<file path="src/hdl/switch_pkg.sv">
package switch_pkg;

    // one bus word
    typedef logic [15:0] word_t;

    typedef logic [3:0] port_id_t;
    typedef logic [2:0] prior_t;

    // payload words after the header, 0 for a header-only packet
    typedef logic [8:0] pkt_len_t;

    // same bit layout as the header word on the bus
    typedef struct packed {
        port_id_t dest;
        prior_t   prior;
        pkt_len_t length;
    } pkt_hdr_t;

    // at or above this the packet goes to the high queue
    localparam prior_t HIGH_PRIOR = 3'd4;

endpackage

</file>
<file path="src/hdl/buffer_pkg.sv">
package buffer_pkg;

    localparam int PAGE_WORDS = 8;
    localparam int NUM_PAGES = 64;

    typedef logic [5:0] page_ptr_t;
    typedef logic [2:0] slot_t;

    // page number in the top bits, slot below
    typedef logic [8:0] sram_addr_t;

    // xor of both bytes of every word in the page
    typedef logic [7:0] ecc_code_t;

    typedef logic [6:0] free_cnt_t;

    // room for a 257-word packet
    localparam int FULL_PAGES = 33;
    localparam int AFULL_PAGES = 40;

    localparam int QUEUE_DEPTH = 16;

    typedef struct packed {
        page_ptr_t           head;
        switch_pkg::pkt_hdr_t hdr;
    } pkt_desc_t;

endpackage

</file>
<file path="src/hdl/beat_counter.sv">
`timescale 1ns/1ps

module beat_counter (
    input  logic                 clk,
    input  logic                 reset,
    input  logic                 load,
    input  switch_pkg::pkt_len_t len,
    input  logic                 step,
    output buffer_pkg::slot_t    slot,
    output logic                 page_end,
    output logic                 last
);
    import switch_pkg::*;
    import buffer_pkg::*;

    pkt_len_t remain;

    always_ff @(posedge clk) begin
        if (reset) begin
            remain <= '0;
            slot <= '0;
        end else if (load) begin
            remain <= len;
            slot <= '0;
        end else if (step) begin
            remain <= remain - 1'b1;
            slot <= slot + 1'b1;
        end
    end

    assign page_end = (slot == slot_t'(PAGE_WORDS - 1));
    assign last = (remain == pkt_len_t'(1));

endmodule

</file>
<file path="src/hdl/write_ctrl.sv">
`timescale 1ns/1ps

module write_ctrl (
    input  logic                   clk,
    input  logic                   reset,
    input  logic                   hdr_vld,
    input  switch_pkg::pkt_hdr_t   hdr,
    input  logic                   data_vld,
    input  switch_pkg::word_t      data,
    output logic                   alloc,
    input  buffer_pkg::page_ptr_t  free_head,
    output logic                   link_en,
    output buffer_pkg::page_ptr_t  link_from,
    output buffer_pkg::page_ptr_t  link_to,
    output logic                   wr_en,
    output buffer_pkg::sram_addr_t wr_addr,
    output switch_pkg::word_t      din,
    output logic                   code_wr_en,
    output buffer_pkg::page_ptr_t  code_page,
    output buffer_pkg::ecc_code_t  code_din,
    output logic                   desc_push,
    output buffer_pkg::pkt_desc_t  desc
);
    import switch_pkg::*;
    import buffer_pkg::*;

    typedef enum logic [1:0] {IDLE, FILL, CLOSE} state_t;

    state_t state;
    page_ptr_t cur_page;
    pkt_desc_t cur_desc;
    ecc_code_t code_acc;
    ecc_code_t code_next;
    slot_t slot;
    logic page_end;
    logic last;
    logic start;
    logic store;

    // a header may follow straight after the previous close
    assign start = hdr_vld && (state != FILL);
    assign store = data_vld && (state == FILL);

    beat_counter wr_counter (
        .clk(clk),
        .reset(reset),
        .load(start),
        .len(hdr.length),
        .step(store),
        .slot(slot),
        .page_end(page_end),
        .last(last)
    );

    assign code_next = ((slot == '0) ? '0 : code_acc) ^ data[15:8] ^ data[7:0];

    always_ff @(posedge clk) begin
        if (reset) begin
            state <= IDLE;
        end else if (start) begin
            state <= (hdr.length == '0) ? CLOSE : FILL;
        end else if (store && last) begin
            state <= CLOSE;
        end else if (state == CLOSE) begin
            state <= IDLE;
        end
    end

    always_ff @(posedge clk) begin
        if (start) begin
            cur_page <= free_head;
            cur_desc <= '{head: free_head, hdr: hdr};
            code_acc <= '0;
        end else if (store) begin
            code_acc <= code_next;
            if (page_end && !last) begin
                cur_page <= free_head;
            end
        end
    end

    // next page taken and chained when a page fills mid-packet
    assign alloc = start || link_en;
    assign link_en = store && page_end && !last;
    assign link_from = cur_page;
    assign link_to = free_head;

    assign wr_en = store;
    assign wr_addr = {cur_page, slot};
    assign din = data;

    assign code_wr_en = link_en || (state == CLOSE);
    assign code_page = cur_page;
    assign code_din = (state == CLOSE) ? code_acc : code_next;

    assign desc_push = (state == CLOSE);
    assign desc = cur_desc;

endmodule

</file>
<file path="config.mk">
export PLATFORM = sky130hd
export DESIGN_NAME = write_ctrl
export DESIGN_NICKNAME = d
export VERILOG_FILES = /design/src/hdl/switch_pkg.sv /design/src/hdl/buffer_pkg.sv /design/src/hdl/beat_counter.sv /design/src/hdl/write_ctrl.sv
export SDC_FILE = /design/constraint.sdc
export NUM_CORES = 1
export LEC_CHECK = 0
export BUFFER_PORTS_ARGS = -buffer_cell sky130_fd_sc_hd__buf_2
export CAP_MARGIN = 0
export CORE_ASPECT_RATIO = 0.6
export CORE_MARGIN = 4
export CORE_UTILIZATION = 42
export CTS_CLUSTER_DIAMETER = 40
export CTS_CLUSTER_SIZE = 20
export DETAILED_ROUTE_END_ITERATION = 7
export PLACE_DENSITY = 0.77
export SYNTH_ARGS = -nofsm -noshare
export SYNTH_HDL_FRONTEND = slang
export SYNTH_SLANG_ARGS = --single-unit
</file>
<file path="constraint.sdc">
create_clock -name clk -period 1.5 [get_ports clk]
set_input_delay 0.225 -clock clk [delete_from_list [all_inputs] [get_ports clk]]
set_output_delay 0.225 -clock clk [all_outputs]
set_load 0.1 [all_outputs]
</file>
==> impl_metrics.py <==
metrics = {
    "pwr": {
        "peakVddDrop_uv": 490,
        "p_comb_share_pct": 44.8,
        "p_sw_mw": 2.00,
        "power_density_nw_per_um2": 1070,
        "power.internal_mw": 2.45,
        "p_seq_share_pct": 36.5,
        "p_clk_share_pct": 18.7,
        "p_sw_share_pct": 45.0,
        "p_leak_nw": 1.72,
    },
    "finish": {
        "fin_area_um2": 4140,
        "multi_input_area_um2": 1310,
        "syn_to_final_growth_pct": 63.2,
        "layout_common_cells": "buf_2 (105), buf_4 (37), edfxtp_1 (28)",
        "regArea_um2": 1300,
        "diodes": 0,
        "final_common_cell": "buf_2",
        "layout-drive-gt1-share_pct": 63.5,
        "fillers": 391,
        "fin_nets": 424,
    },
    "placement": {
        "placement.io_buffers": 119,
        "place_area_um2": 3580,
        "place.gp.congestion": 0.894,
        "hpwl_um": 4970,
    },
    "sta": {
        "tightest_slew_ns": 0.515,
        "drv_slew": 0,
        "max_freq_ghz": 0.545,
        "finalSetupViolations": 13,
        "skew_ns": 0.0107,
        "hold_ws_ns": 0.0752,
        "worst_slew_margin_rel_pct": 65.3,
        "min_period_ns": 1.84,
        "fin_crit_sh_pct": 122,
        "hold_violations": 0,
        "setup_ws_ns": -0.336,
        "rsz0062_at_grt": "yes",
        "fin_tns_setup_ns": -3.78,
    },
    "clocking": {
        "cts-root-buf": "clkbuf_8",
        "numCtsBuffers": 5,
        "postCtsHoldBufs": 0,
        "cts.sinks": 50,
        "cts_buffer_depth": 2,
        "clk_latency_ns": 0.32,
        "cts_max_level": 2,
        "tritoncts": "built",
        "path_clk_slew_ns": 0.10,
    },
    "run": {
        "cap_violations": 0,
    },
    "routing": {
        "vias_per_cell": 5.29,
        "wl_um": 7420,
        "drtPass1Iterations": 4,
        "drtAntennaViolNets": 0,
        "drt_iter0_markers": 161,
        "vias": 2425,
        "wl_per_cell_um": 16.2,
        "drc_errors": 0,
    },
    "worst_setup_path": {
        "slowest_stage": "dfxtp_4",
        "cp.arrival_ns": 1.61,
        "critPathBufInv": 3,
        "cp.required_ns": 1.27,
        "critical_path.max_stage_delay_ns": 0.37,
        "start_kind": "register",
        "endpoint_kind": "primary output",
        "cp_top_family": "buffers and inverters",
        "crit_top_cell": "buf_12",
        "crit_path_cell_trace": "inv_4, ha_4, nand2b_4, buf_12, nand3_2, o21ai_4, a21oi_4, buf_12",
        "crit_type": "register to primary output",
        "worstPathMaxFanout": 6,
    },
    "grt": {
        "antenna_found_initial": 0,
        "globalRouteOverflowTotal": 0,
        "grt_pass1_vias": 2254,
        "grt_max_degree": 19,
        "grt_pass1_wl_um": 11200,
        "grt_use_total_pct": 19.9,
    },
    "synthesis": {
        "yosys_warnings": 0,
        "synth_fp_nets": 294,
        "synthCells": 247,
        "post_synth_num_cell_types": 43,
        "ys_ff_latch": 50,
        "yosys-top-cells-area": "edfxtp_1 (33%), dfxtp_1 (17%), buf_4 (10%), a21oi_1 (6.5%), a22o_1 (2.8%)",
        "async_flop_share_pct": 0,
        "synth_top_cell_area_share_pct": 33.1,
        "syn-cell-area_um2": 2540,
        "avgSynthCellArea_um2": 10.3,
        "yosysSeqAreaShare_pct": 50.5,
        "synth_top_area_cell": "edfxtp_1",
        "synth_ff_type": "edfxtp_1",
        "synth_edf_count": 28,
    },
    "floorplanning": {
        "io_pins": 120,
        "start_util_pct": 44.5,
        "std_cell_rows": 21,
        "die_w_um": 108,
        "die_h_um": 68.2,
        "die_area_um2": 7390,
        "core_area_um2": 5700,
    },
    "run_status": {
        "violations": "setup timing",
        "outcome": "complete, but fails checks",
    },
    "worst_hold_path": {
        "hp-class": "input port to register",
    },
}
-- power by group through the flow --
| stage | clock network (mW) | registers, mW | logic, mW |
|---|---|---|---|
| floorplan | 0 | 2.00 | 1.16 |
| global placement | 0 | 1.64 | 1.85 |
| detailed placement | 0 | 1.65 | 1.87 |
| CTS | 0.842 | 1.62 | 1.97 |
| global route | 0.895 | 1.64 | 2.07 |
| finish | 0.833 | 1.63 | 1.99 |
-- area by class of cell --
cell class | instances | share of cell area (%)
repair buffers | 168 | 31.0
well taps | 80 | 2.42
multi-input cells | 144 | 31.7
clock inverters | 3 | 0.694
clock buffers | 5 | 1.66
inverters | 8 | 1.15
flip-flops and latches | 50 | 31.4
-- metal layers --
layer / track usage [%] / up-vias / wire, um
met5: 0 / - / 0
met4: 5.83 / 0 / 88
met3: 4.34 / 12 / 749
met2: 33.7 / 144 / 3470
met1: 25.9 / 1129 / 3110
li1: - / 1140 / -
-- Yosys cell counts (3+ instances only) --
library cell and number:
inv_1 6, o22ai_1 8, buf_4 35, clkbuf_1 5
a31oi_1 5, nand2b_1 3, o21ai_1 10, nand2_1 8
a21oi_1 33, ha_1 5, nand3_1 12, o21ai_0 3
dfxtp_1 22, a22o_1 8, buf_2 3, edfxtp_1 28
nor3_1 5, xor2_1 8, nor2_1 10
-- path summary, 6_finish.rpt --
path,start,endpoint,slack (ns),depth (start not counted)
setup / recovery,wr_counter.slot[0]$_SDFFE_PP0P_,code_din[7],-0.34,8
hold / removal,hdr[9],desc[9]$_DFFE_PP_,0.08,1
setup reg to reg,wr_counter.remain[1]$_SDFFE_PP0P_,wr_counter.remain[6]$_SDFFE_PP0P_,-0.11,7
hold reg to reg,state[1]$_SDFFE_PP0P_,state[1]$_SDFFE_PP0P_,0.56,2
-- state kept, by name, indices dropped and copies added (netlist names) --
register / cells
desc: 22
wr_counter.remain: 9
code_acc: 8
code_page: 6
wr_counter.slot: 3
state: 2
-- cell families after synthesis --
kind of cell	after synthesis	synth area share, %
AOI/OAI and AO/OA	76	18.0
buffers and inverters	53	13.5
and+or+nand+nor	53	12.1
DFF	50	50.5
xor gates and xnor gates	9	3.11
adders and majority gates	5	2.46
muxes	1	0.394
-- repair_timing --
action	in CTS	in global routing
gates resized for setup	36	15
buffers inserted	20	3
setup endpoints to repair	22	35
cloned	3	0
pin swaps	19	12
-- through the flow --
stage	worst slack (ns)	power [mW]	utilization, %	std cells
2_1_floorplan	-0.492	3.17	-	247
3_3_place_gp	-0.0481	3.49	62.9	427
3_5_place_dp	-0.0821	3.52	62.9	427
4_1_cts	-0.399	4.44	72.1	458
5_1_grt	-0.400	4.60	72.7	458
6_report	-0.336	4.45	72.7	458
No activity file was read; power rests on OpenSTA's default activity.
