## src/hdl/switch_pkg.sv

```systemverilog
package switch_pkg;

    // one bus word
    typedef logic [15:0] word_t;

    typedef logic [3:0] port_id_t;
    typedef logic [2:0] prior_t;

    // payload words after the header, 0 for a header-only packet
    typedef logic [8:0] pkt_len_t;

    // same bit layout as the header word on the bus
    typedef struct packed {
        port_id_t dest;
        prior_t   prior;
        pkt_len_t length;
    } pkt_hdr_t;

    // at or above this the packet goes to the high queue
    localparam prior_t HIGH_PRIOR = 3'd4;

endpackage

```

## src/hdl/buffer_pkg.sv

```systemverilog
package buffer_pkg;

    localparam int PAGE_WORDS = 8;
    localparam int NUM_PAGES = 64;

    typedef logic [5:0] page_ptr_t;
    typedef logic [2:0] slot_t;

    // page number in the top bits, slot below
    typedef logic [8:0] sram_addr_t;

    // xor of both bytes of every word in the page
    typedef logic [7:0] ecc_code_t;

    typedef logic [6:0] free_cnt_t;

    // room for a 257-word packet
    localparam int FULL_PAGES = 33;
    localparam int AFULL_PAGES = 40;

    localparam int QUEUE_DEPTH = 16;

    typedef struct packed {
        page_ptr_t           head;
        switch_pkg::pkt_hdr_t hdr;
    } pkt_desc_t;

endpackage

```

## src/hdl/page_manager.sv

```systemverilog
`timescale 1ns/1ps

module page_manager (
    input  logic                  clk,
    input  logic                  reset,
    input  logic                  alloc,
    output buffer_pkg::page_ptr_t free_head,
    input  logic                  release_en,
    input  buffer_pkg::page_ptr_t release_page,
    input  logic                  link_en,
    input  buffer_pkg::page_ptr_t link_from,
    input  buffer_pkg::page_ptr_t link_to,
    input  buffer_pkg::page_ptr_t next_addr,
    output buffer_pkg::page_ptr_t next_page,
    output buffer_pkg::free_cnt_t free_count
);
    import buffer_pkg::*;

    page_ptr_t free_list [NUM_PAGES];
    page_ptr_t jump_table [NUM_PAGES];
    page_ptr_t head_ptr;
    page_ptr_t tail_ptr;

    // circular free list holding every page after reset
    always_ff @(posedge clk) begin
        if (reset) begin
            for (int i = 0; i < NUM_PAGES; i++) begin
                free_list[i] <= page_ptr_t'(i);
            end
            head_ptr <= '0;
            tail_ptr <= '0;
            free_count <= free_cnt_t'(NUM_PAGES);
        end else begin
            if (alloc) begin
                head_ptr <= head_ptr + 1'b1;
            end
            if (release_en) begin
                free_list[tail_ptr] <= release_page;
                tail_ptr <= tail_ptr + 1'b1;
            end
            case ({alloc, release_en})
                2'b10: free_count <= free_count - 1'b1;
                2'b01: free_count <= free_count + 1'b1;
                default: free_count <= free_count;
            endcase
        end
    end

    assign free_head = free_list[head_ptr];

    always_ff @(posedge clk) begin
        if (link_en) begin
            jump_table[link_from] <= link_to;
        end
    end

    assign next_page = jump_table[next_addr];

endmodule

```

## config.mk

```make
export PLATFORM = sky130hd
export DESIGN_NAME = page_manager
export DESIGN_NICKNAME = d
export VERILOG_FILES = /design/src/hdl/switch_pkg.sv /design/src/hdl/buffer_pkg.sv /design/src/hdl/page_manager.sv
export SDC_FILE = /design/constraint.sdc
export NUM_CORES = 1
export LEC_CHECK = 0
export BUFFER_PORTS_ARGS = -buffer_cell sky130_fd_sc_hd__buf_2
export CAP_MARGIN = 5
export CORE_MARGIN = 2
export CORE_UTILIZATION = 68
export DETAILED_ROUTE_END_ITERATION = 16
export PLACE_DENSITY = 0.9
export SYNTH_ARGS = -nofsm -noshare
export SYNTH_HDL_FRONTEND = slang
export SYNTH_SLANG_ARGS = --single-unit
```

## constraint.sdc

```tcl
create_clock -name clk -period 5.17 [get_ports clk]
set_input_delay 0.517 -clock clk [delete_from_list [all_inputs] [get_ports clk]]
set_output_delay 0.517 -clock clk [all_outputs]
set_load 0.01 [all_outputs]
```

==> flow_summary.yaml, run 1 <==
status:
  status: "finished, final reports clean"
floorplan:
  row_count: 82
  io_pins: 48
  die_area_um2: 52150
  placeableCoreArea_um2: 49970
  die_h_um: 228.4
  initial_core_util_pct: 68.50
  die_w_um: 228.4
finish:
  fin_util_pct: 74.21
  area_growth_pct: 8.331
  drive_gt1_share_pct: 20.50
  fillCellCount: 2654
  instances_no_fill: 2844
  nNetsFinal: 2147
clock_network:
  post-cts-setup-buffers: 0
  cts_max_level: 3
  post_cts_resize_count: 0
  clk_path_buf_depth: 3
  numCtsBuffers: 78
  hold_buffers: 0
  cts_tree: "yes"
  cts.sink_count: 793
  clk_latency_ps: 650
  clk_pin_slew_worst_paths_ps: 60
  root_buffer: "clkbuf_16"
power_and_ir_drop:
  p_leak_nw: 11.50
  swShare_pct: 22.81
  power_mw: 13.72
  pwr-share-comb_pct: 7.0
  p_clk_share_pct: 40.0
  p_sw_mw: 3.131
  peakVddDrop_v: 0.0003183
  powerDensity_nw_per_um2: 370.1
  p_seq_share_pct: 53.0
  p_int_mw: 10.59
grt:
  met2_usage_pct: 55.76
  grt_max_degree: 81
  grt.total_usage_pct: 33.25
  grt_first_pass_wirelength_um: 128900
  globalRouteMet1Util_pct: 41.55
  antenna_found_initial: 1
  grtUsageMet3_pct: 7.161
  busiest_layer: "met2"
  grt_pass1_vias: 20842
  grt_overflow: 0
sta:
  fin_tns_setup_ps: 0
  fin_skew_ps: 18.10
  slew_headroom_pct: 16.15
  maxSlewViolCount: 0
  max_freq_ghz: 0.2344
  min_period_ps: 4267
  fin_crit_sh_pct: 82.53
  worst_pin_slew_ps: 1255
  rsz0062_at_grt: "no"
  setup_viol: 0
  finalHoldViolations: 0
synth:
  syn-num-nets: 2168
  synthTopCellsByArea: "edfxtp_1 67%, mux4_2 12%, and2_1 2.3%"
  avgSynthCellArea_um2: 16.07
  synth.distinct_cells: 60
  netlist_area_um2: 34230
  yosysMostFrequentCell: "edfxtp_1"
  synth-simple-area-share_pct: 12.02
  synth-edff-count: 768
  yosysWarnings: 0
  ys.flop_type: "edfxtp_1"
  synth_seq_cells: 793
  netlist_instances: 2130
  synthMuxAreaShare_pct: 13.15
  synth-xor-area-share_pct: 0.3071
  synth_top_family_by_area: "multiplexers"
  synthTopCellsByCount: "768 x edfxtp_1, 188 x mux4_2, 167 x nor2_1"
  synthAdderAreaFrac_pct: 0.3509
  synth-compound-area-share_pct: 2.716
  ys_seq_area_share_pct: 68.84
  synth.largest_area_cell: "edfxtp_1"
  synth.top_cell.area_share_pct: 67.38
  async_flop_share_pct: 0
detailed_routing:
  first_pass_iters: 9
  via_per_inst: 7.141
  drc_errors: 0
  wirelength_um: 84330
  vias: 20310
  ant_nets: 0
  drt_iter0_drc: 3364
  wl_per_cell_um: 29.65
worst_setup_path:
  required_ps: 4650
  reg2regPathDepth: 6
  slowest_delay_ps: 1010
  critPathArrivalTime_ps: 3750
  cp_max_fo: 49
  crit_chain: "buf_4, mux4_2, o22ai_1, nor2_1, o211ai_1, o21ai_0, buf_2"
  start_kind: "flop"
  worstSetupPathType: "reg -> out"
  crit_slowest_cell: "dfxtp_4"
  cp-end-kind: "primary output"
job:
  maxCapViolCount: 0
worst_hold_path:
  min_path_type: "in -> reg"
  hold_path_depth: 2
placement:
  io_buffers: 47
  gp_congestion: 0.9848
  place_inst: 2701
  dp_hpwl_um: 47870
==> stage by stage <==
step                instance area, µm²  hold slack [ps]  worst slack (ps)
floorplan                        34230            459.1              2627
global placement                 34660            498.2              1473
detailed placement               34660            523.9              1453
CTS                              37080            192.4             921.6
global route                     37080            214.9             728.0
finish                           37080            215.7             903.3
==> per-layer routing <==
layer,vias up,routed length [µm],share of wire [%]
met5,-,0,0
met4,0,4992,5.9
met3,374,9539,11
met2,1740,42490,50
met1,10003,27310,32
li1,8193,-,-
==> power by group through the flow <==
| stage | logic, mW | registers [mW] | clock network (mW) |
|---|---|---|---|
| 2_1_floorplan | 0.664 | 7.35 | 0 |
| 3_3_place_gp | 0.873 | 7.39 | 0 |
| 3_5_place_dp | 0.910 | 7.41 | 0 |
| 4_1_cts | 0.933 | 7.28 | 5.50 |
| 5_1_grt | 0.999 | 7.29 | 5.74 |
| 6_report | 0.955 | 7.27 | 5.49 |
==> logic make-up after synthesis <==
logic type / count (synthesis)
flip-flops: 793
AND/OR/NAND/NOR: 792
multiplexers: 213
buffers and inverters: 180
AO/OA/AOI/OAI: 131
XOR/XNOR: 12
adder cells (fa/ha/maj): 9
==> layout make-up <==
| class | count | area (µm²) | share of cell area, % |
|---|---|---|---|
| repair buffers | 70 | 437.9 | 1.181 |
| multi-input cells | 1157 | 9769 | 26.35 |
| flip-flops and latches | 793 | 23570 | 63.58 |
| inverters | 9 | 33.78 | 0.09111 |
| well taps | 672 | 840.8 | 2.268 |
| diodes | 1 | 2.502 | 0.006749 |
| clock inverters | 41 | 361.6 | 0.9752 |
| clock buffers | 101 | 2059 | 5.554 |
==> worst paths after layout <==
check        slack [ps]                             end                        from
min reg2reg         540      free_count[2]$_SDFFE_PP0P_  free_count[2]$_SDFFE_PP0P_
max reg2reg        2050  free_list[29][0]$_SDFFCE_PN1P_    tail_ptr[2]$_SDFFE_PP0P_
min                 220  free_list[31][2]$_SDFFCE_PN1P_             release_page[2]
max                 900                    free_head[0]                        flop
==> worst max-delay path: cells and delay by family (launching register included) <==
kind	cells	cell delay, ps
compound gates	3	820
flops	1	1010
simple gates	1	150
buf+inv	2	540
mux	1	540
==> sequential cells by signal, indices dropped and copies added, names as in the netlist, named ones only <==
| signal | count |
|---|---|
| free_count | 7 |
| free_list | 384 |
| head_ptr | 6 |
| jump_table | 384 |
| tail_ptr | 6 |
==> cell usage in the layout (no fill, tap or decap), types with 45 or more instances in the layout <==
cell       count
or3_1        107
or2_2         68
buf_2         45
clkbuf_16     79
and2_1       127
nand2_1      131
nor2_1       167
edfxtp_1     768
mux4_2       188
nor3_1        83
(Power assumes the default switching activity.)
==> run 2: changes to the inputs <==
--- a/config.mk
+++ b/config.mk
@@ -8,9 +8,9 @@
 export BUFFER_PORTS_ARGS = -buffer_cell sky130_fd_sc_hd__buf_2
 export CAP_MARGIN = 5
 export CORE_MARGIN = 2
-export CORE_UTILIZATION = 68
+export CORE_UTILIZATION = 57
 export DETAILED_ROUTE_END_ITERATION = 16
-export PLACE_DENSITY = 0.9
+export PLACE_DENSITY = 0.81
 export SYNTH_ARGS = -nofsm -noshare
 export SYNTH_HDL_FRONTEND = slang
 export SYNTH_SLANG_ARGS = --single-unit
==> constraint.sdc (replaced) <==
create_clock -name clk -period 3.6 [get_ports clk]
set_input_delay 0.36 -clock clk [delete_from_list [all_inputs] [get_ports clk]]
set_output_delay 0.36 -clock clk [all_outputs]
set_load 0.01 [all_outputs]
==> flow_summary.yaml, run 2 (same netlist as run 1, synthesis figures left out) <==
sta:
  fin_skew_ps: 43.12
  finalHoldViolations: 0
  slew_headroom_pct: 15.66
  rsz0062_at_grt: "no"
  fin_tns_setup_ps: 0
  hold_ws_ps: 55.96
  setup_viol: 0
  maxSlewViolCount: 0
  min_period_ps: 3501
  max_freq_ghz: 0.2857
  fin_crit_sh_pct: 97.24
  worst_pin_slew_ps: 1265
floorplan:
  row_count: 89
  die_h_um: 249.1
  die_w_um: 249.1
  placeableCoreArea_um2: 59240
  initial_core_util_pct: 57.78
  die_area_um2: 62030
  io_pins: 48
placement:
  place_inst: 2821
  gp_congestion: 0.9171
  dp_hpwl_um: 48310
  io_buffers: 47
clock_network:
  numCtsBuffers: 80
  hold_buffers: 0
  post_cts_resize_count: 0
  cts_tree: "yes"
  root_buffer: "clkbuf_16"
  clk_latency_ps: 640
  clk_pin_slew_worst_paths_ps: 60
  post-cts-setup-buffers: 0
  cts_max_level: 3
  cts.sink_count: 793
  clk_path_buf_depth: 3
grt:
  grt_max_degree: 65
  antenna_found_initial: 0
  grt_pass1_vias: 20125
  grt_first_pass_wirelength_um: 121000
  grt_overflow: 0
  grt.total_usage_pct: 25.60
power_and_ir_drop:
  power_mw: 19.83
  peakVddDrop_v: 0.0005990
  powerDensity_nw_per_um2: 529.3
  p_leak_nw: 11.64
worst_hold_path:
  min_path_type: "in -> reg"
  hp-start: "release_page[2]"
  hold_path_end: "free_list[31][2]$_SDFFCE_PN1P_"
  hold_path_depth: 2
worst_setup_path:
  reg2regPathDepth: 6
  start_kind: "flop"
  cp-end-kind: "primary output"
  required_ps: 3240
  crit_chain: "buf_4, mux4_2, mux2i_1, mux2i_1, a211oi_1, nand2_1, buf_2"
  crit_slowest_cell: "dfxtp_4"
  cp_max_fo: 23
  r2r_end: "free_list[44][4]$_SDFFCE_PN0P_"
  crit_top_cell: "mux2i_1"
  r2r_slack_ps: 1120
  worstSetupPathType: "reg -> out"
  critPathArrivalTime_ps: 3140
  slowest_delay_ps: 610
  r2r_start: "tail_ptr[2]$_SDFFE_PP0P_"
detailed_routing:
  wirelength_um: 78370
  vias: 19406
  wl_per_cell_um: 26.49
  ant_nets: 0
  drt_iter0_drc: 2382
  via_per_inst: 6.558
  first_pass_iters: 6
  drc_errors: 0
finish:
  final_cell_mix: "768 x edfxtp_1, 188 x mux4_2, 167 x nor2_1"
  drive_gt1_share_pct: 21.37
  fillCellCount: 4008
  nNetsFinal: 2168
  area_growth_pct: 9.450
  final_common_cell: "edfxtp_1"
  reg_top3: "free_list: 384 flops, jump_table: 384 flops, free_count: 7 flops"
  instances_no_fill: 2959
job:
  maxCapViolCount: 0
status:
  status: "finished, final reports clean"
-- run 2: worst max path at each step --
stage,from,end,depth (start not counted)
detailed placement,next_addr[1],next_page[4],6
finish,flop,free_head[5],7
global route,flop,free_head[5],7
CTS,flop,free_head[5],7
global placement,next_addr[0],next_page[1],7
floorplan,alloc,free_count[5]$_SDFFE_PP0P_,10
-- run 2: routing by layer --
metal	share of wire [%]	global-route usage [%]
met1	37	33.76
met2	49	41.81
met3	9.9	5.455
met4	3.9	10.81
met5	0	0
-- run 2: final cells by class --
type | count | area (µm²) | share of cell area [%]
diodes | 1 | 2.502 | 0.006680
clock buffers | 89 | 2057 | 5.491
clock inverters | 48 | 440.4 | 1.176
inverters | 9 | 33.78 | 0.09018
multi-input cells | 1157 | 9769 | 26.08
flip-flops and latches | 793 | 23570 | 62.93
well taps | 773 | 967.2 | 2.582
repair buffers | 89 | 618.1 | 1.650
-- run 2: worst max-delay path: cells and delay by family (launching register included) --
| kind | cells | cell delay (ps) |
|---|---|---|
| DFF | 1 | 610 |
| AOI/OAI and AO/OA | 1 | 370 |
| and+or+nand+nor | 1 | 170 |
| muxes | 3 | 810 |
| buffers and inverters | 2 | 550 |
-- run 2: per-stage QoR --
step	area (µm²)	utilization (%)	setup slack, ps
floorplan	34230	-	1234
global placement	34960	59.02	581.4
detailed placement	34960	59.02	578.6
CTS	37460	63.23	93.05
global route	37460	63.23	18.65
finish	37460	63.24	99.24
-- run 2: where the power goes --
group          switching, mW  leakage [nW]  internal (mW)
sequential            0.0940          7.22           10.3
clock                   3.48          1.22           4.55
combinational          0.846          3.21          0.551
total                   4.42          11.6           15.4
