**src/hdl/switch_pkg.sv**
```systemverilog
package switch_pkg;

    // one bus word
    typedef logic [15:0] word_t;

    typedef logic [3:0] port_id_t;
    typedef logic [2:0] prior_t;

    // payload words after the header, 0 for a header-only packet
    typedef logic [8:0] pkt_len_t;

    // same bit layout as the header word on the bus
    typedef struct packed {
        port_id_t dest;
        prior_t   prior;
        pkt_len_t length;
    } pkt_hdr_t;

    // at or above this the packet goes to the high queue
    localparam prior_t HIGH_PRIOR = 3'd4;

endpackage

```
**src/hdl/buffer_pkg.sv**
```systemverilog
package buffer_pkg;

    localparam int PAGE_WORDS = 8;
    localparam int NUM_PAGES = 64;

    typedef logic [5:0] page_ptr_t;
    typedef logic [2:0] slot_t;

    // page number in the top bits, slot below
    typedef logic [8:0] sram_addr_t;

    // xor of both bytes of every word in the page
    typedef logic [7:0] ecc_code_t;

    typedef logic [6:0] free_cnt_t;

    // room for a 257-word packet
    localparam int FULL_PAGES = 33;
    localparam int AFULL_PAGES = 40;

    localparam int QUEUE_DEPTH = 16;

    typedef struct packed {
        page_ptr_t           head;
        switch_pkg::pkt_hdr_t hdr;
    } pkt_desc_t;

endpackage

```
**src/hdl/beat_counter.sv**
```systemverilog
`timescale 1ns/1ps

module beat_counter (
    input  logic                 clk,
    input  logic                 reset,
    input  logic                 load,
    input  switch_pkg::pkt_len_t len,
    input  logic                 step,
    output buffer_pkg::slot_t    slot,
    output logic                 page_end,
    output logic                 last
);
    import switch_pkg::*;
    import buffer_pkg::*;

    pkt_len_t remain;

    always_ff @(posedge clk) begin
        if (reset) begin
            remain <= '0;
            slot <= '0;
        end else if (load) begin
            remain <= len;
            slot <= '0;
        end else if (step) begin
            remain <= remain - 1'b1;
            slot <= slot + 1'b1;
        end
    end

    assign page_end = (slot == slot_t'(PAGE_WORDS - 1));
    assign last = (remain == pkt_len_t'(1));

endmodule

```
**src/hdl/read_ctrl.sv**
```systemverilog
`timescale 1ns/1ps

module read_ctrl (
    input  logic                   clk,
    input  logic                   reset,
    input  logic                   desc_push,
    input  buffer_pkg::pkt_desc_t  desc,
    output logic                   q_full,
    input  logic                   ready,
    output logic                   rd_en,
    output buffer_pkg::sram_addr_t rd_addr,
    output buffer_pkg::page_ptr_t  code_rd_page,
    input  switch_pkg::word_t      dout,
    input  buffer_pkg::ecc_code_t  code_dout,
    output buffer_pkg::page_ptr_t  next_addr,
    input  buffer_pkg::page_ptr_t  next_page,
    output logic                   release_en,
    output buffer_pkg::page_ptr_t  release_page,
    output logic                   rd_sop,
    output logic                   rd_eop,
    output logic                   rd_vld,
    output switch_pkg::word_t      rd_data,
    output logic                   ecc_err
);
    import switch_pkg::*;
    import buffer_pkg::*;

    localparam int QW = $clog2(QUEUE_DEPTH);

    typedef enum logic [1:0] {IDLE, HEADER, PAYLOAD} state_t;

    // queue 1 is high priority, queue 0 low
    pkt_desc_t queue [2][QUEUE_DEPTH];
    logic [QW-1:0] wr_ptr [2];
    logic [QW-1:0] rd_ptr [2];
    logic [QW:0] count [2];

    state_t state;
    pkt_desc_t cur;
    page_ptr_t cur_page;
    slot_t slot;
    logic page_end;
    logic last;
    logic push_sel;
    logic pop;
    logic pop_sel;
    logic hdr_issue;
    logic issue;
    logic out_hdr;
    logic out_first;
    logic out_chk;
    word_t hdr_word;
    ecc_code_t code_acc;
    ecc_code_t code_now;

    assign push_sel = (desc.hdr.prior >= HIGH_PRIOR);
    assign pop_sel = (count[1] != '0);
    assign pop = (state == IDLE) && ((count[1] != '0) || (count[0] != '0));
    assign q_full = (count[0] == QUEUE_DEPTH) || (count[1] == QUEUE_DEPTH);

    always_ff @(posedge clk) begin
        if (reset) begin
            for (int q = 0; q < 2; q++) begin
                wr_ptr[q] <= '0;
                rd_ptr[q] <= '0;
                count[q] <= '0;
            end
        end else begin
            for (int q = 0; q < 2; q++) begin
                if (desc_push && (push_sel == q[0])) begin
                    wr_ptr[q] <= wr_ptr[q] + 1'b1;
                end
                if (pop && (pop_sel == q[0])) begin
                    rd_ptr[q] <= rd_ptr[q] + 1'b1;
                end
                count[q] <= count[q] + (desc_push && (push_sel == q[0]))
                                     - (pop && (pop_sel == q[0]));
            end
        end
    end

    always_ff @(posedge clk) begin
        if (desc_push) begin
            queue[push_sel][wr_ptr[push_sel]] <= desc;
        end
    end

    assign hdr_issue = (state == HEADER) && ready;
    assign issue = (state == PAYLOAD) && ready;

    beat_counter rd_counter (
        .clk(clk),
        .reset(reset),
        .load(hdr_issue),
        .len(cur.hdr.length),
        .step(issue),
        .slot(slot),
        .page_end(page_end),
        .last(last)
    );

    always_ff @(posedge clk) begin
        if (reset) begin
            state <= IDLE;
        end else begin
            case (state)
                IDLE: if (pop) state <= HEADER;
                HEADER: if (ready) state <= (cur.hdr.length == '0) ? IDLE : PAYLOAD;
                PAYLOAD: if (ready && last) state <= IDLE;
                default: state <= IDLE;
            endcase
        end
    end

    always_ff @(posedge clk) begin
        if (pop) begin
            cur <= queue[pop_sel][rd_ptr[pop_sel]];
            cur_page <= queue[pop_sel][rd_ptr[pop_sel]].head;
        end else if (issue && page_end && !last) begin
            cur_page <= next_page;
        end
        if (hdr_issue) begin
            hdr_word <= word_t'(cur.hdr);
        end
    end

    assign rd_en = issue;
    assign rd_addr = {cur_page, slot};
    assign code_rd_page = cur_page;
    assign next_addr = cur_page;

    // page goes back once its last beat is issued
    assign release_en = (hdr_issue && (cur.hdr.length == '0)) || (issue && (page_end || last));
    assign release_page = cur_page;

    always_ff @(posedge clk) begin
        if (reset) begin
            rd_vld <= 1'b0;
            rd_sop <= 1'b0;
            rd_eop <= 1'b0;
            out_hdr <= 1'b0;
            out_chk <= 1'b0;
            out_first <= 1'b0;
            ecc_err <= 1'b0;
        end else begin
            rd_vld <= hdr_issue || issue;
            rd_sop <= hdr_issue;
            rd_eop <= (hdr_issue && (cur.hdr.length == '0)) || (issue && last);
            out_hdr <= hdr_issue;
            out_chk <= issue && (page_end || last);
            out_first <= issue && (slot == '0);
            ecc_err <= rd_vld && out_chk && (code_now != code_dout);
        end
    end

    // fold returning payload words, restarting at each page
    assign code_now = (out_first ? '0 : code_acc) ^ dout[15:8] ^ dout[7:0];

    always_ff @(posedge clk) begin
        if (rd_vld && !out_hdr) begin
            code_acc <= code_now;
        end
    end

    assign rd_data = out_hdr ? hdr_word : dout;

endmodule

```
**config.mk**
```make
export PLATFORM = sky130hd
export DESIGN_NAME = read_ctrl
export DESIGN_NICKNAME = d
export VERILOG_FILES = /design/src/hdl/switch_pkg.sv /design/src/hdl/buffer_pkg.sv /design/src/hdl/beat_counter.sv /design/src/hdl/read_ctrl.sv
export SDC_FILE = /design/constraint.sdc
export NUM_CORES = 1
export LEC_CHECK = 0
export BUFFER_PORTS_ARGS = -buffer_cell sky130_fd_sc_hd__buf_2
export CORE_MARGIN = 8
export CORE_UTILIZATION = 60
export DETAILED_ROUTE_END_ITERATION = 6
export PLACE_DENSITY = 0.83
export SYNTH_ARGS = -nofsm -noshare
export SYNTH_HDL_FRONTEND = slang
export SYNTH_SLANG_ARGS = --single-unit
```
**constraint.sdc**
```tcl
create_clock -name clk -period 4.6 [get_ports clk]
set_input_delay 0.23 -clock clk [delete_from_list [all_inputs] [get_ports clk]]
set_output_delay 0.23 -clock clk [all_outputs]
set_load 0.02 [all_outputs]
```
==> flow_summary.json <==
{
  "area_delta_synth_final_pct": 12.5,
  "crit_slowest_cell": "nand2_1",
  "cts-root-buf": "clkbuf_16",
  "muxShareOfSynthArea_pct": 12.1,
  "io_pins": 106,
  "grt_pass1_vias": 18600,
  "crit_family": "simple AND/OR/NAND/NOR gates",
  "min_period_ns": 3.81,
  "floorplan.initialDensity_pct": 60.3,
  "synth_common_cells": "766 x edfxtp_1, 187 x mux2i_1, 110 x a211oi_1",
  "fin_nets": 2063,
  "tns_ns": 0,
  "dp_slack_ns": 1.05,
  "clk_latency_ns": 0.63,
  "p_int_mw": 14.9,
  "async_flop_share_pct": 0,
  "ys.flop_type": "edfxtp_1",
  "synth-compound-area-share_pct": 5.33,
  "rows": 85,
  "core_area_um2": 53500,
  "viasPerCell": 6.84,
  "dieArea_um2": 61400,
  "worstPathMaxFanout": 19,
  "cts.path.max_buffers": 3,
  "synth_fp_nets": 1941,
  "synth.avg_cell_area_um2": 17.3,
  "fmax_mhz": 263,
  "worstSetupPathType": "register to register",
  "hold_slack_ns": 0.0565,
  "worst_slack_ns": 0.793,
  "ys_ff_latch": 796,
  "setup_viol": 0,
  "drv_cap": 0,
  "synth_cells": 1862,
  "clk_pin_slew_worst_paths_ns": 0.07,
  "synth_edf_count": 766,
  "firstDrtPassIters": 7,
  "synth_xor_area_share_pct": 1.06,
  "power_switching_mw": 7.15,
  "swShare_pct": 32.5,
  "fin_crit_sh_pct": 82.8,
  "final-hold-violation-count": 0,
  "design_area_um2": 36300,
  "grt_pass1_wl_mm": 120,
  "path_cells": "inv_1 -> ha_1 -> nor4b_2 -> buf_4 -> nand2_1 -> and2_1 -> buf_4 -> nand2_1 -> o32ai_1 -> a221oi_1",
  "post_cts_buffers": 0,
  "fp.dieH_um": 248,
  "cts_resized": 0,
  "hp-class": "primary input to register",
  "cp_slowest_stage_delay_ns": 0.63,
  "synth_top_family_by_area": "multiplexers",
  "initialDrtViolationCount": 2603,
  "vias": 18700,
  "cts_tree": "yes",
  "rr_endpoint": "cur[0]$_DFFE_PN_",
  "drv_slew": 0,
  "cts.sinks": 796,
  "clkPwrFrac_pct": 30.3,
  "grt.total_usage_pct": 26.9,
  "synth-seq-area-share_pct": 73.2,
  "gp_congestion": 0.866,
  "fp.dieW_um": 248,
  "wl_per_cell_um": 30.3,
  "power_leakage_nw": 12.1,
  "rrSetupSlack_ns": 0.79,
  "drc": 0,
  "yosysTopAreaCell": "edfxtp_1",
  "skew_ns": 0.0311,
  "total_power_mw": 22.0,
  "critPathRequiredTime_ns": 5.01,
  "fillers": 3238,
  "synth_top_area_share_pct": 71.4,
  "critPathBufInv": 3,
  "rsz0062_at_grt": "false",
  "powerDensity_nw_per_um2": 607,
  "startpoint_type": "register",
  "yosysWarnings": 0,
  "synth_most_common_cell": "edfxtp_1",
  "min_to": "code_rd_page[2]$_DFFE_PP_",
  "r2r_cells": 10,
  "n_antenna_cell": 0,
  "synth_cell_types": 59,
  "vdd_ir_drop_max_uv": 462,
  "drt-total-wl_mm": 82.9,
  "combPwrFrac_pct": 29.8,
  "status": "completed",
  "dp_hpwl_mm": 45.0,
  "yosys.area_share.adder_pct": 0.939,
  "port_buffers": 105,
  "yosys-top-cells-area": "edfxtp_1 71%, mux2i_1 5.8%, mux4_2 5.3%, a211oi_1 2.6%, dfxtp_1 1.9%",
  "htreeDepth": 3,
  "cts_hold_buf": 4,
  "antenna_found_initial": 4,
  "synth_area_um2": 32200,
  "postPlaceCellArea_um2": 33600,
  "yosys.area_share.simple_pct": 4.91,
  "whs_path_depth": 2,
  "rr_startpoint": "count[0][7]$_SDFF_PP0_",
  "final_antenna_net_count": 0,
  "cp.arrival_ns": 4.21,
  "grt_overflow": 0,
  "drive_above_1_share_pct": 20.7,
  "tightest_slew_ns": 0.990,
  "cts_buffers": 76,
  "grt_max_degree": 89,
  "critPathCaptureType": "register",
  "slew_headroom_pct": 32.1,
  "hold_start": "next_page[2]",
  "p_seq_share_pct": 39.9
}
## power groups by stage
stage / sequential [mW] / combinational [mW] / clock [mW]
floorplan: 8.73 / 4.67 / 0
global placement: 8.89 / 6.08 / 0
detailed placement: 8.91 / 6.30 / 0
CTS: 8.76 / 6.46 / 6.70
global route: 8.80 / 6.89 / 6.95
finish: 8.78 / 6.57 / 6.66
## layout by cell type (no fill, tap or decap), drive strengths merged, types with 5 or more instances in the layout
| cell | Yosys | final |
|---|---|---|
| ha | 21 | 21 |
| nand3 | 20 | 20 |
| nor2 | 96 | 96 |
| o31ai | 5 | 5 |
| xor2 | 8 | 8 |
| mux4 | 76 | 76 |
| nand4 | 6 | 6 |
| o21ai | 10 | 10 |
| mux2i | 188 | 188 |
| clkinvlp | 0 | 7 |
| a211oi | 110 | 110 |
| buf | 77 | 161 |
| a31oi | 5 | 5 |
| clkinv | 1 | 28 |
| o32ai | 9 | 9 |
| mux2 | 26 | 26 |
| nand2b | 7 | 7 |
| a311oi | 6 | 6 |
| edfxtp | 766 | 766 |
| nor2b | 73 | 73 |
| inv | 27 | 28 |
| nand2 | 76 | 76 |
| a221oi | 17 | 17 |
| dfxtp | 30 | 30 |
| o311ai | 5 | 5 |
| bufinv | 0 | 15 |
| and2 | 6 | 6 |
| clkbuf | 44 | 85 |
| nand3b | 6 | 6 |
| a21oi | 51 | 51 |
| xnor2 | 31 | 31 |
| nor3 | 16 | 16 |
## state kept, by name (all words and copies together) (netlist names), 2 cells and up
| register | flops |
|---|---|
| wr_ptr | 8 |
| queue | 704 |
| code_acc | 8 |
| rd_counter.remain | 9 |
| rd_ptr | 8 |
| rd_counter.slot | 3 |
| state | 2 |
| hdr_word | 16 |
| count | 10 |
| cur | 16 |
| code_rd_page | 6 |
## layout make-up
class	instances	area (µm²)	share of cell area [%]
inverters	28	105	0.290
flip-flops and latches	796	23600	65.1
repair buffers	165	1060	2.93
clock buffers	85	2000	5.51
clock inverters	50	667	1.84
well taps	696	871	2.40
multi-input cells	917	7950	21.9
## per-stage QoR
stage               utilization [%]  cells
detailed placement             62.7   2598
finish                         67.8   2737
global route                   67.8   2737
floorplan                         -   1862
CTS                            67.8   2737
global placement               62.7   2598
## layer usage
layer  share of wire (%)  wire [µm]  up-vias  global-route usage (%)
met1                  35      29400     9215                    35.0
met3                  13      10900      337                    7.36
met2                  46      38200     1562                    42.3
met4                 5.4       4440        4                    12.5
met5               0.033         27        -                       0
li1                    -          -     7600                       -
## cell families (layout without fill, tap and decap cells)
logic type | Yosys count | count (layout)
DFF | 796 | 796
xor gates and xnor gates | 39 | 39
AOI/OAI and AO/OA | 240 | 240
muxes | 290 | 290
adders and majority gates | 23 | 23
and+or+nand+nor | 325 | 325
buffers and inverters | 149 | 328
## how the worst max path moves through the flow
stage | startpoint | end | slack [ns] | cells past startpoint
CTS | count[0][8]$_SDFF_PP0_ | cur[0]$_DFFE_PN_ | 0.96 | 10
floorplan | count[0][8]$_SDFF_PP0_ | count[0][4]$_SDFF_PP0_ | 1.17 | 18
global placement | count[0][7]$_SDFF_PP0_ | code_rd_page[2]$_DFFE_PP_ | 1.03 | 10
detailed placement | count[0][8]$_SDFF_PP0_ | code_rd_page[2]$_DFFE_PP_ | 1.05 | 10
global route | count[0][8]$_SDFF_PP0_ | cur[0]$_DFFE_PN_ | 0.69 | 10
finish | count[0][7]$_SDFF_PP0_ | cur[0]$_DFFE_PN_ | 0.79 | 10
Note: power is estimated with default switching activity, not from simulation.
