File: src/hdl/switch_pkg.sv
package switch_pkg;

    // one bus word
    typedef logic [15:0] word_t;

    typedef logic [3:0] port_id_t;
    typedef logic [2:0] prior_t;

    // payload words after the header, 0 for a header-only packet
    typedef logic [8:0] pkt_len_t;

    // same bit layout as the header word on the bus
    typedef struct packed {
        port_id_t dest;
        prior_t   prior;
        pkt_len_t length;
    } pkt_hdr_t;

    // at or above this the packet goes to the high queue
    localparam prior_t HIGH_PRIOR = 3'd4;

endpackage

File: src/hdl/port_frontend.sv
`timescale 1ns/1ps

module port_frontend (
    input  logic                 clk,
    input  logic                 reset,
    input  logic                 wr_sop,
    input  logic                 wr_eop,
    input  logic                 wr_vld,
    input  switch_pkg::word_t    wr_data,
    output logic                 hdr_vld,
    output switch_pkg::pkt_hdr_t hdr,
    output logic                 data_vld,
    output switch_pkg::word_t    data
);
    import switch_pkg::*;

    logic in_pkt;
    word_t data_q;

    always_ff @(posedge clk) begin
        if (reset) begin
            in_pkt <= 1'b0;
            hdr_vld <= 1'b0;
            data_vld <= 1'b0;
        end else begin
            hdr_vld <= wr_vld && wr_sop;
            // stray vld outside a packet is dropped
            data_vld <= wr_vld && !wr_sop && in_pkt;
            if (wr_vld && wr_eop) begin
                in_pkt <= 1'b0;
            end else if (wr_vld && wr_sop) begin
                in_pkt <= 1'b1;
            end
        end
    end

    always_ff @(posedge clk) begin
        data_q <= wr_data;
    end

    assign data = data_q;
    assign hdr = pkt_hdr_t'(data_q);

endmodule

File: config.mk
export PLATFORM = sky130hd
export DESIGN_NAME = port_frontend
export DESIGN_NICKNAME = d
export VERILOG_FILES = /design/src/hdl/switch_pkg.sv /design/src/hdl/port_frontend.sv
export SDC_FILE = /design/constraint.sdc
export NUM_CORES = 1
export LEC_CHECK = 0
export ABC_AREA = 1
export BUFFER_PORTS_ARGS = -buffer_cell sky130_fd_sc_hd__buf_2
export CAP_MARGIN = 20
export CORE_MARGIN = 3
export CORE_UTILIZATION = 31
export DETAILED_ROUTE_END_ITERATION = 10
export PLACE_DENSITY = 0.72
export RECOVER_POWER = 25
export SLEW_MARGIN = 40
export SYNTH_ARGS = -nofsm -noshare
export SYNTH_HDL_FRONTEND = slang
export SYNTH_SLANG_ARGS = --single-unit
File: constraint.sdc
create_clock -name clk -period 1 [get_ports clk]
set_clock_uncertainty 0.15 [all_clocks]
set_input_delay 0.1 -clock clk [delete_from_list [all_inputs] [get_ports clk]]
set_output_delay 0.1 -clock clk [all_outputs]
set_load 0.005 [all_outputs]
==> impl_results.html, run 1 <==
<table>
<tr><th>Metric</th><th>Value</th></tr>
<tr><th colspan="2">Finish</th></tr>
<tr><td>Layout cells sized above 1</td><td>70.8%</td></tr>
<tr><td>Fin cells</td><td>~120</td></tr>
<tr><td>Multi-input combinational cell area</td><td>37.5 sq um</td></tr>
<tr><td>FF+latch area</td><td>402 sq um</td></tr>
<tr><td>Filler cell count</td><td>126</td></tr>
<tr><td>Area delta synth-&gt;final</td><td>93.3%</td></tr>
<tr><td>Final core area utilization</td><td>roughly two thirds</td></tr>
<tr><td>Ant diodes</td><td>0</td></tr>
<tr><td>Nets@finish</td><td>roughly 130</td></tr>
<tr><th colspan="2">Worst setup path</th></tr>
<tr><td>CP Max Fanout</td><td>2</td></tr>
<tr><td>Data arrival at the endpoint of the critical path</td><td>740 ps</td></tr>
<tr><td>Setup crit end kind</td><td>primary output</td></tr>
<tr><td>Critical path, cell by cell</td><td>buf_2</td></tr>
<tr><td>Sort of element at the start of the critical path</td><td>flip-flop</td></tr>
<tr><td>Required time reported for the critical path endpoint</td><td>750 ps</td></tr>
<tr><td>Cell family with the largest share of critical-path delay</td><td>flip-flops</td></tr>
<tr><td>Combined buffer and inverter count along the critical path</td><td>1</td></tr>
<tr><td>Critical path's slowest cell</td><td>sky130_fd_sc_hd__dfxtp_2</td></tr>
<tr><td>Max incr delay on CP</td><td>350 ps</td></tr>
<tr><td>Worst setup path category</td><td>flip-flop to primary output</td></tr>
<tr><th colspan="2">Power and ir drop</th></tr>
<tr><td>Sw Pwr</td><td>293 uW</td></tr>
<tr><td>Fraction of power spent switching nets</td><td>about a fifth</td></tr>
<tr><td>Design internal power</td><td>1110 uW</td></tr>
<tr><td>Leakage power summed over all cells</td><td>between 0.0005 and 0.0006 uW</td></tr>
<tr><td>Logic pwr share</td><td>about 16%</td></tr>
<tr><td>Highest ir drop seen on vdd</td><td>0.946 mV</td></tr>
<tr><td>Part of the power in the clock network</td><td>around a quarter</td></tr>
<tr><td>Power density over the cells</td><td>1340 nW/um^2</td></tr>
<tr><td>Reg power frac</td><td>between 50% and 60%</td></tr>
<tr><th colspan="2">Placement</th></tr>
<tr><td>Number of I/O port buffers</td><td>54</td></tr>
<tr><td>GPL Wtd Cong</td><td>roughly 0.58</td></tr>
<tr><td>HPWL Detailed</td><td>~850 um</td></tr>
<tr><td>Total instance count after detailed placement</td><td>98</td></tr>
<tr><th colspan="2">GRT</th></tr>
<tr><td>Largest net degree at the start of global routing</td><td>11</td></tr>
<tr><td>Met1 usage in global routing</td><td>8.60%</td></tr>
<tr><td>GRT Overall Usage</td><td>between 10% and 20%</td></tr>
<tr><td>Vias in the first global route</td><td>420</td></tr>
<tr><td>Congestion Overflow GR</td><td>0</td></tr>
<tr><td>Met3 Usage GRT</td><td>6.02%</td></tr>
<tr><td>Initial antenna violation count</td><td>0</td></tr>
<tr><td>GRT Max-Usage Layer</td><td>met2</td></tr>
<tr><td>GR Util met2</td><td>20.6%</td></tr>
<tr><td>Wire length of the first global-routing pass</td><td>1630 um</td></tr>
<tr><th colspan="2">Clock network</th></tr>
<tr><td>CTS Buf Count</td><td>3</td></tr>
<tr><td># Post-CTS Setup Buffers</td><td>0</td></tr>
<tr><td>Clock tree from TritonCTS</td><td>done</td></tr>
<tr><td>CTS Root Buffer Type</td><td>sky130_fd_sc_hd__clkbuf_4</td></tr>
<tr><td>Clk Latency, worst-skew pair</td><td>280 ps</td></tr>
<tr><td>Clock sink count</td><td>19</td></tr>
<tr><td>Clock Tree Buf Depth</td><td>2</td></tr>
<tr><td>Worst-path clk slew</td><td>100 ps</td></tr>
<tr><td>Depth of the CTS H-tree</td><td>1</td></tr>
<tr><th colspan="2">Floorplanning</th></tr>
<tr><td>Die outline height</td><td>~48 um</td></tr>
<tr><td>Die extent in x</td><td>47.8 um</td></tr>
<tr><td>Starting density of the core</td><td>about a third</td></tr>
<tr><td>Placeable core area</td><td>between 1500 and 2000 sq um</td></tr>
<tr><td>Die outline area</td><td>2290 sq um</td></tr>
<tr><td>Count of standard-cell rows</td><td>14</td></tr>
<tr><td>Ports</td><td>55</td></tr>
<tr><th colspan="2">Timing</th></tr>
<tr><td>Final-report setup violation count</td><td>0</td></tr>
<tr><td>Worst Max-Slew Pin Slew</td><td>about 110 ps</td></tr>
<tr><td>Post-route clock period utilization</td><td>99.3%</td></tr>
<tr><td>Final sum of negative setup slack</td><td>0 ps</td></tr>
<tr><td>Maximum clock frequency</td><td>1.01 GHz</td></tr>
<tr><td>Number of pins with negative max-slew slack in the final report</td><td>0</td></tr>
<tr><td>Rel. slew slack</td><td>a little over 90%</td></tr>
<tr><td>Clock period minus worst slack</td><td>993 ps</td></tr>
<tr><td>Hold violation total from the final report</td><td>0</td></tr>
<tr><td>Setup repair after global routing missed its margin</td><td>true</td></tr>
<tr><th colspan="2">Routing</th></tr>
<tr><td>Average wire length per cell after detail routing</td><td>12.5 um</td></tr>
<tr><td>Total via count after detailed routing</td><td>approximately 500</td></tr>
<tr><td>Count of nets left with antenna violations after detail routing</td><td>0</td></tr>
<tr><td>Number of violations reported at the end of detailed-routing iteration 0</td><td>1</td></tr>
<tr><td>Total Wirelength</td><td>around 1500 um</td></tr>
<tr><td>Detailed Routing Iterations Pass 1</td><td>2</td></tr>
<tr><td>Total DRC errors in the routed layout</td><td>0</td></tr>
<tr><td>Via-to-Cell Ratio</td><td>4.08</td></tr>
<tr><th colspan="2">Logic synthesis</th></tr>
<tr><td>Share of synthesized area occupied by flip-flops and latches</td><td>between 70 and 80%</td></tr>
<tr><td>Number of distinct standard cells referenced by the synthesized netlist</td><td>7</td></tr>
<tr><td>Area of the mapped netlist</td><td>542 sq um</td></tr>
<tr><td>Yosys Warn Count</td><td>0</td></tr>
<tr><td>Average size of a mapped cell</td><td>12.3 sq um</td></tr>
<tr><td>Post-Synthesis Cells</td><td>44</td></tr>
<tr><td>Syn nets</td><td>65</td></tr>
<tr><td>FF+latch count, synth</td><td>19</td></tr>
<tr><th colspan="2">Status</th></tr>
<tr><td>Run status</td><td>finished, final reports clean</td></tr>
<tr><th colspan="2">Hold path</th></tr>
<tr><td>Hold/Removal Path Class</td><td>primary input to flip-flop</td></tr>
<tr><th colspan="2">Job</th></tr>
<tr><td>MaxCap Viol Count</td><td>0</td></tr>
</table>
## registers in the layout, summed over array words and instances (netlist names)
name / flops
data_vld: 1
in_pkt: 1
data: 16
hdr_vld: 1
## Yosys cell counts (all sizes together)
cell / n / area [sq um]
a21oi: 1 / 5.00
buf: 16 / 120
dfxtp: 19 / 380
inv: 1 / 3.75
nand2: 4 / 15.0
nor2: 2 / 7.51
nor3: 1 / 10.0
## routing by layer
layer	wire, um	part of all wire (%)	vias to the layer above
met5	0	0	-
li1	-	-	243
met4	0	0	0
met2	848	56	35
met1	486	32	220
met3	191	13	0
## cell usage in the layout, fill, tap and decap left out, drive strengths merged
cell type / synthesis / final
inv: 1 / 1
nor2: 2 / 2
a21oi: 1 / 1
nor3: 1 / 1
clkbuf: 0 / 4
nand2: 4 / 4
dlygate4sd3: 0 / 20
buf: 16 / 54
dfxtp: 19 / 19
## repair_timing
action                                  4_1_cts  5_1_grt
gates resized for setup                       0       31
endpoints found under the hold margin        19        0
hold buffers                                 20        0
endpoints found under the setup margin        0       33
## power groups by stage
stage / registers, uW / logic, uW / clock network [uW]
detailed placement: 827 / 127 / 0
CTS: 810 / 187 / 381
floorplan: 835 / 58.6 / 0
global route: 830 / 241 / 414
global placement: 826 / 125 / 0
finish: 825 / 221 / 361
## final timing paths
check	startpoint	endpoint	slack, ps	depth (start not counted)
max	data[8]$_DFF_P_	hdr[8]	7	1
min reg2reg	in_pkt$_SDFFE_PP0P_	data_vld$_SDFF_PP0_	300	2
min	wr_data[13]	data[13]$_DFF_P_	290	2
max reg2reg	in_pkt$_SDFFE_PP0P_	in_pkt$_SDFFE_PP0P_	270	2
## area by class of cell
type                            count  area share (%)
Tap cell                           16            1.91
Inverter                            1           0.358
Multi-Input combinational cell      8            3.58
Sequential cell                    19            38.4
Clock buffer                        4            2.51
Timing Repair Buffer               74            53.3
## stage by stage
stage	hold WS (ps)	setup slack (ps)	power [uW]	cell area [sq um]
6_report	293	6.69	1410	1050
5_1_grt	282	-33.1	1490	1050
4_1_cts	288	8.42	1380	938
3_5_place_dp	54.2	276	954	712
3_3_place_gp	51.9	298	950	712
2_1_floorplan	-22.3	311	893	542
## cell families after synthesis
kind of cell	share of synthesized area, %
buffers and inverters	22.9
and+or+nand+nor	6.00
AOI/OAI and AO/OA	0.923
DFF	70.2
No activity file was read; power rests on OpenSTA's default activity.
==> run 2, diff against run 1 <==
- CORE_ASPECT_RATIO: default -> 1.1
==> run 2 against run 1 <==
Effect of this change:
- maximum frequency fell by 0.44%
- worst hold slack got worse by 4.5 ps
- design area fell by 5.1%
- core utilization fell by 4.9 points
- setup slack got worse by 4.4 ps
- first-iteration DRC count rose to 3.0 times the previous value
- die area barely moved
- largest cell class unchanged
==> impl_results.html, run 2 (synthesis gave the netlist of run 1 again) <==
<table>
<tr><th>Metric</th><th>Value</th></tr>
<tr><th colspan="2">Routing</th></tr>
<tr><td>Total Wirelength</td><td>1370 um (was 1530 um)</td></tr>
<tr><td>Via-to-Cell Ratio</td><td>3.91 (was 4.08)</td></tr>
<tr><td>Count of nets left with antenna violations after detail routing</td><td>0 (unchanged)</td></tr>
<tr><td>Detailed Routing Iterations Pass 1</td><td>4 (was 2)</td></tr>
<tr><td>Total DRC errors in the routed layout</td><td>0 (unchanged)</td></tr>
<tr><td>Average wire length per cell after detail routing</td><td>11.1 um (was 12.5 um)</td></tr>
<tr><td>Number of violations reported at the end of detailed-routing iteration 0</td><td>3 (was 1)</td></tr>
<tr><td>Total via count after detailed routing</td><td>481 (was 498)</td></tr>
<tr><th colspan="2">Worst setup path</th></tr>
<tr><td>Setup crit end kind</td><td>primary output (unchanged)</td></tr>
<tr><td>Max incr delay on CP</td><td>350 ps (about the same)</td></tr>
<tr><td>Combined buffer and inverter count along the critical path</td><td>1 (unchanged)</td></tr>
<tr><td>Critical path's slowest cell</td><td>sky130_fd_sc_hd__dfxtp_2 (unchanged)</td></tr>
<tr><td>Number of cells traversed by the worst register-to-register path</td><td>2 (unchanged)</td></tr>
<tr><td>Data arrival at the endpoint of the critical path</td><td>750 ps (was 740 ps)</td></tr>
<tr><td>Cell family with the largest share of critical-path delay</td><td>flip-flops (unchanged)</td></tr>
<tr><td>Worst setup path category</td><td>flip-flop to primary output (unchanged)</td></tr>
<tr><td>Path length in cells of the critical path</td><td>1 (unchanged)</td></tr>
<tr><td>Critical path, cell by cell</td><td>buf_2 (unchanged)</td></tr>
<tr><td>CP Max Fanout</td><td>2 (unchanged)</td></tr>
<tr><td>Required time reported for the critical path endpoint</td><td>750 ps (about the same)</td></tr>
<tr><td>Sort of element at the start of the critical path</td><td>flip-flop (unchanged)</td></tr>
<tr><th colspan="2">Clock network</th></tr>
<tr><td>Clock tree from TritonCTS</td><td>done (unchanged)</td></tr>
<tr><td>Clk Latency, worst-skew pair</td><td>280 ps (about the same)</td></tr>
<tr><td># Post-CTS Setup Buffers</td><td>0 (unchanged)</td></tr>
<tr><td>Depth of the CTS H-tree</td><td>1 (unchanged)</td></tr>
<tr><td>Clock sink count</td><td>19 (unchanged)</td></tr>
<tr><td>Worst-path clk slew</td><td>100 ps (about the same)</td></tr>
<tr><td>Clock Tree Buf Depth</td><td>2 (unchanged)</td></tr>
<tr><td>CTS Root Buffer Type</td><td>sky130_fd_sc_hd__clkbuf_4 (unchanged)</td></tr>
<tr><td>CTS Buf Count</td><td>3 (unchanged)</td></tr>
<tr><th colspan="2">Timing</th></tr>
<tr><td>Clock period minus worst slack</td><td>998 ps (was 993 ps)</td></tr>
<tr><td>Post-route clock period utilization</td><td>99.8% (was 99.3%)</td></tr>
<tr><td>Hold violation total from the final report</td><td>0 (unchanged)</td></tr>
<tr><td>Rel. slew slack</td><td>92.1% (was 92.7%)</td></tr>
<tr><td>Setup repair after global routing missed its margin</td><td>true (unchanged)</td></tr>
<tr><td>Maximum clock frequency</td><td>1.00 GHz (was 1.01 GHz)</td></tr>
<tr><td>Final sum of negative setup slack</td><td>0 ps (unchanged)</td></tr>
<tr><td>Number of pins with negative max-slew slack in the final report</td><td>0 (unchanged)</td></tr>
<tr><td>Final-report setup violation count</td><td>0 (unchanged)</td></tr>
<tr><td>Worst Max-Slew Pin Slew</td><td>117 ps (was 109 ps)</td></tr>
<tr><th colspan="2">Placement</th></tr>
<tr><td>Placed standard-cell area</td><td>713 sq um (was 712 sq um)</td></tr>
<tr><td>GPL Wtd Cong</td><td>0.574 (was 0.580)</td></tr>
<tr><td>Total instance count after detailed placement</td><td>99 (was 98)</td></tr>
<tr><td>Number of I/O port buffers</td><td>54 (unchanged)</td></tr>
<tr><td>HPWL Detailed</td><td>804 um (was 851 um)</td></tr>
<tr><th colspan="2">Power and ir drop</th></tr>
<tr><td>Power density over the cells</td><td>1400 nW/um^2 (was 1340 nW/um^2)</td></tr>
<tr><td>Overall power consumption</td><td>1390 uW (was 1410 uW)</td></tr>
<tr><td>Highest ir drop seen on vdd</td><td>0.601 mV (was 0.946 mV)</td></tr>
<tr><td>Leakage power summed over all cells</td><td>0.000508 uW (was 0.000523 uW)</td></tr>
<tr><th colspan="2">Floorplanning</th></tr>
<tr><td>Die extent in x</td><td>45.9 um (was 47.8 um)</td></tr>
<tr><td>Ports</td><td>55 (unchanged)</td></tr>
<tr><td>Starting density of the core</td><td>33.6% (was 34.4%)</td></tr>
<tr><td>Die outline height</td><td>49.8 um (was 47.8 um)</td></tr>
<tr><td>Count of standard-cell rows</td><td>15 (was 14)</td></tr>
<tr><td>Placeable core area</td><td>1610 sq um (was 1580 sq um)</td></tr>
<tr><td>Die outline area</td><td>2290 sq um (about the same)</td></tr>
<tr><th colspan="2">Finish</th></tr>
<tr><td>Fin cells</td><td>123 (was 122)</td></tr>
<tr><td>Post-layout instance area</td><td>993 sq um (was 1050 sq um)</td></tr>
<tr><td>Commonest non-fill, non-tap cell in the layout</td><td>sky130_fd_sc_hd__buf_2 (unchanged)</td></tr>
<tr><td>Nets@finish</td><td>128 (unchanged)</td></tr>
<tr><td>Filler cell count</td><td>135 (was 126)</td></tr>
<tr><td>Layout cells sized above 1</td><td>71.7% (was 70.8%)</td></tr>
<tr><td>Final core area utilization</td><td>61.6% (was 66.4%)</td></tr>
<tr><td>Area delta synth-&gt;final</td><td>83.4% (was 93.3%)</td></tr>
<tr><td>Ant diodes</td><td>0 (unchanged)</td></tr>
<tr><td>Flip-flop count of the largest register after layout</td><td>16 (unchanged)</td></tr>
<tr><td>Commonest cells after routing, fill and taps aside</td><td>sky130_fd_sc_hd__buf_2 (49), sky130_fd_sc_hd__dlygate4sd3_1 (20), sky130_fd_sc_hd__dfxtp_2 (17) (was sky130_fd_sc_hd__buf_2 (40), sky130_fd_sc_hd__dlygate4sd3_1 (20), sky130_fd_sc_hd__dfxtp_2 (17))</td></tr>
<tr><th colspan="2">GRT</th></tr>
<tr><td>Initial antenna violation count</td><td>0 (unchanged)</td></tr>
<tr><td>Congestion Overflow GR</td><td>0 (unchanged)</td></tr>
<tr><td>Vias in the first global route</td><td>471 (was 420)</td></tr>
<tr><td>Wire length of the first global-routing pass</td><td>1680 um (was 1630 um)</td></tr>
<tr><td>GRT Overall Usage</td><td>10.0% (was 10.7%)</td></tr>
<tr><td>Largest net degree at the start of global routing</td><td>12 (was 11)</td></tr>
<tr><th colspan="2">Hold path</th></tr>
<tr><td>Cell depth of the worst hold path</td><td>2 (unchanged)</td></tr>
<tr><td>Hold/Removal Path Class</td><td>primary input to flip-flop (unchanged)</td></tr>
<tr><th colspan="2">Status</th></tr>
<tr><td>Run status</td><td>finished, final reports clean (unchanged)</td></tr>
<tr><th colspan="2">Job</th></tr>
<tr><td>MaxCap Viol Count</td><td>0 (unchanged)</td></tr>
</table>
[run 2: power by group]
group | internal, uW | switching (uW)
registers | 802 | 17.9
clock network | 148 | 219
logic | 138 | 61.4
[run 2: worst paths after layout]
check                       from                   to  slack (ps)
min reg2reg  in_pkt$_SDFFE_PP0P_  data_vld$_SDFF_PP0_         310
max              data[4]$_DFF_P_               hdr[4]           2
max reg2reg  in_pkt$_SDFFE_PP0P_  in_pkt$_SDFFE_PP0P_         280
min                  wr_data[13]     data[13]$_DFF_P_         290
[run 2: final cells by class]
| type | instances | area (sq um) | area share [%] |
|---|---|---|---|
| flip-flops and latches | 19 | 402 | 40.4 |
| well taps | 17 | 21.3 | 2.14 |
| multi-input cells | 8 | 37.5 | 3.78 |
| inverters | 1 | 3.75 | 0.378 |
| repair buffers | 74 | 502 | 50.5 |
| clock inverters | 1 | 5.00 | 0.504 |
| clock buffers | 3 | 22.5 | 2.27 |
[run 2: per-layer routing]
layer	wire length [um]	share of wire (%)	GRT usage, %	up-vias
met5	0	0	0	-
met4	0	0	4.27	0
met3	175	13	3.65	0
met2	742	54	20.4	33
met1	446	33	7.38	208
li1	-	-	-	240
[run 2: timing repair]
| action | 4_1_cts | 5_1_grt |
|---|---|---|
| resized for setup | 1 | 21 |
| setup endpoints to repair | 2 | 33 |
| hold endpoints to repair | 19 | 0 |
| hold buffers | 20 | 0 |
[run 2: stage by stage]
step	hold slack [ps]	setup WS, ps
final	288	2.27
after global routing	286	-36.3
after CTS	279	2.22
after detailed placement	53.9	296
after global placement	52.2	298
after floorplan	-22.3	311
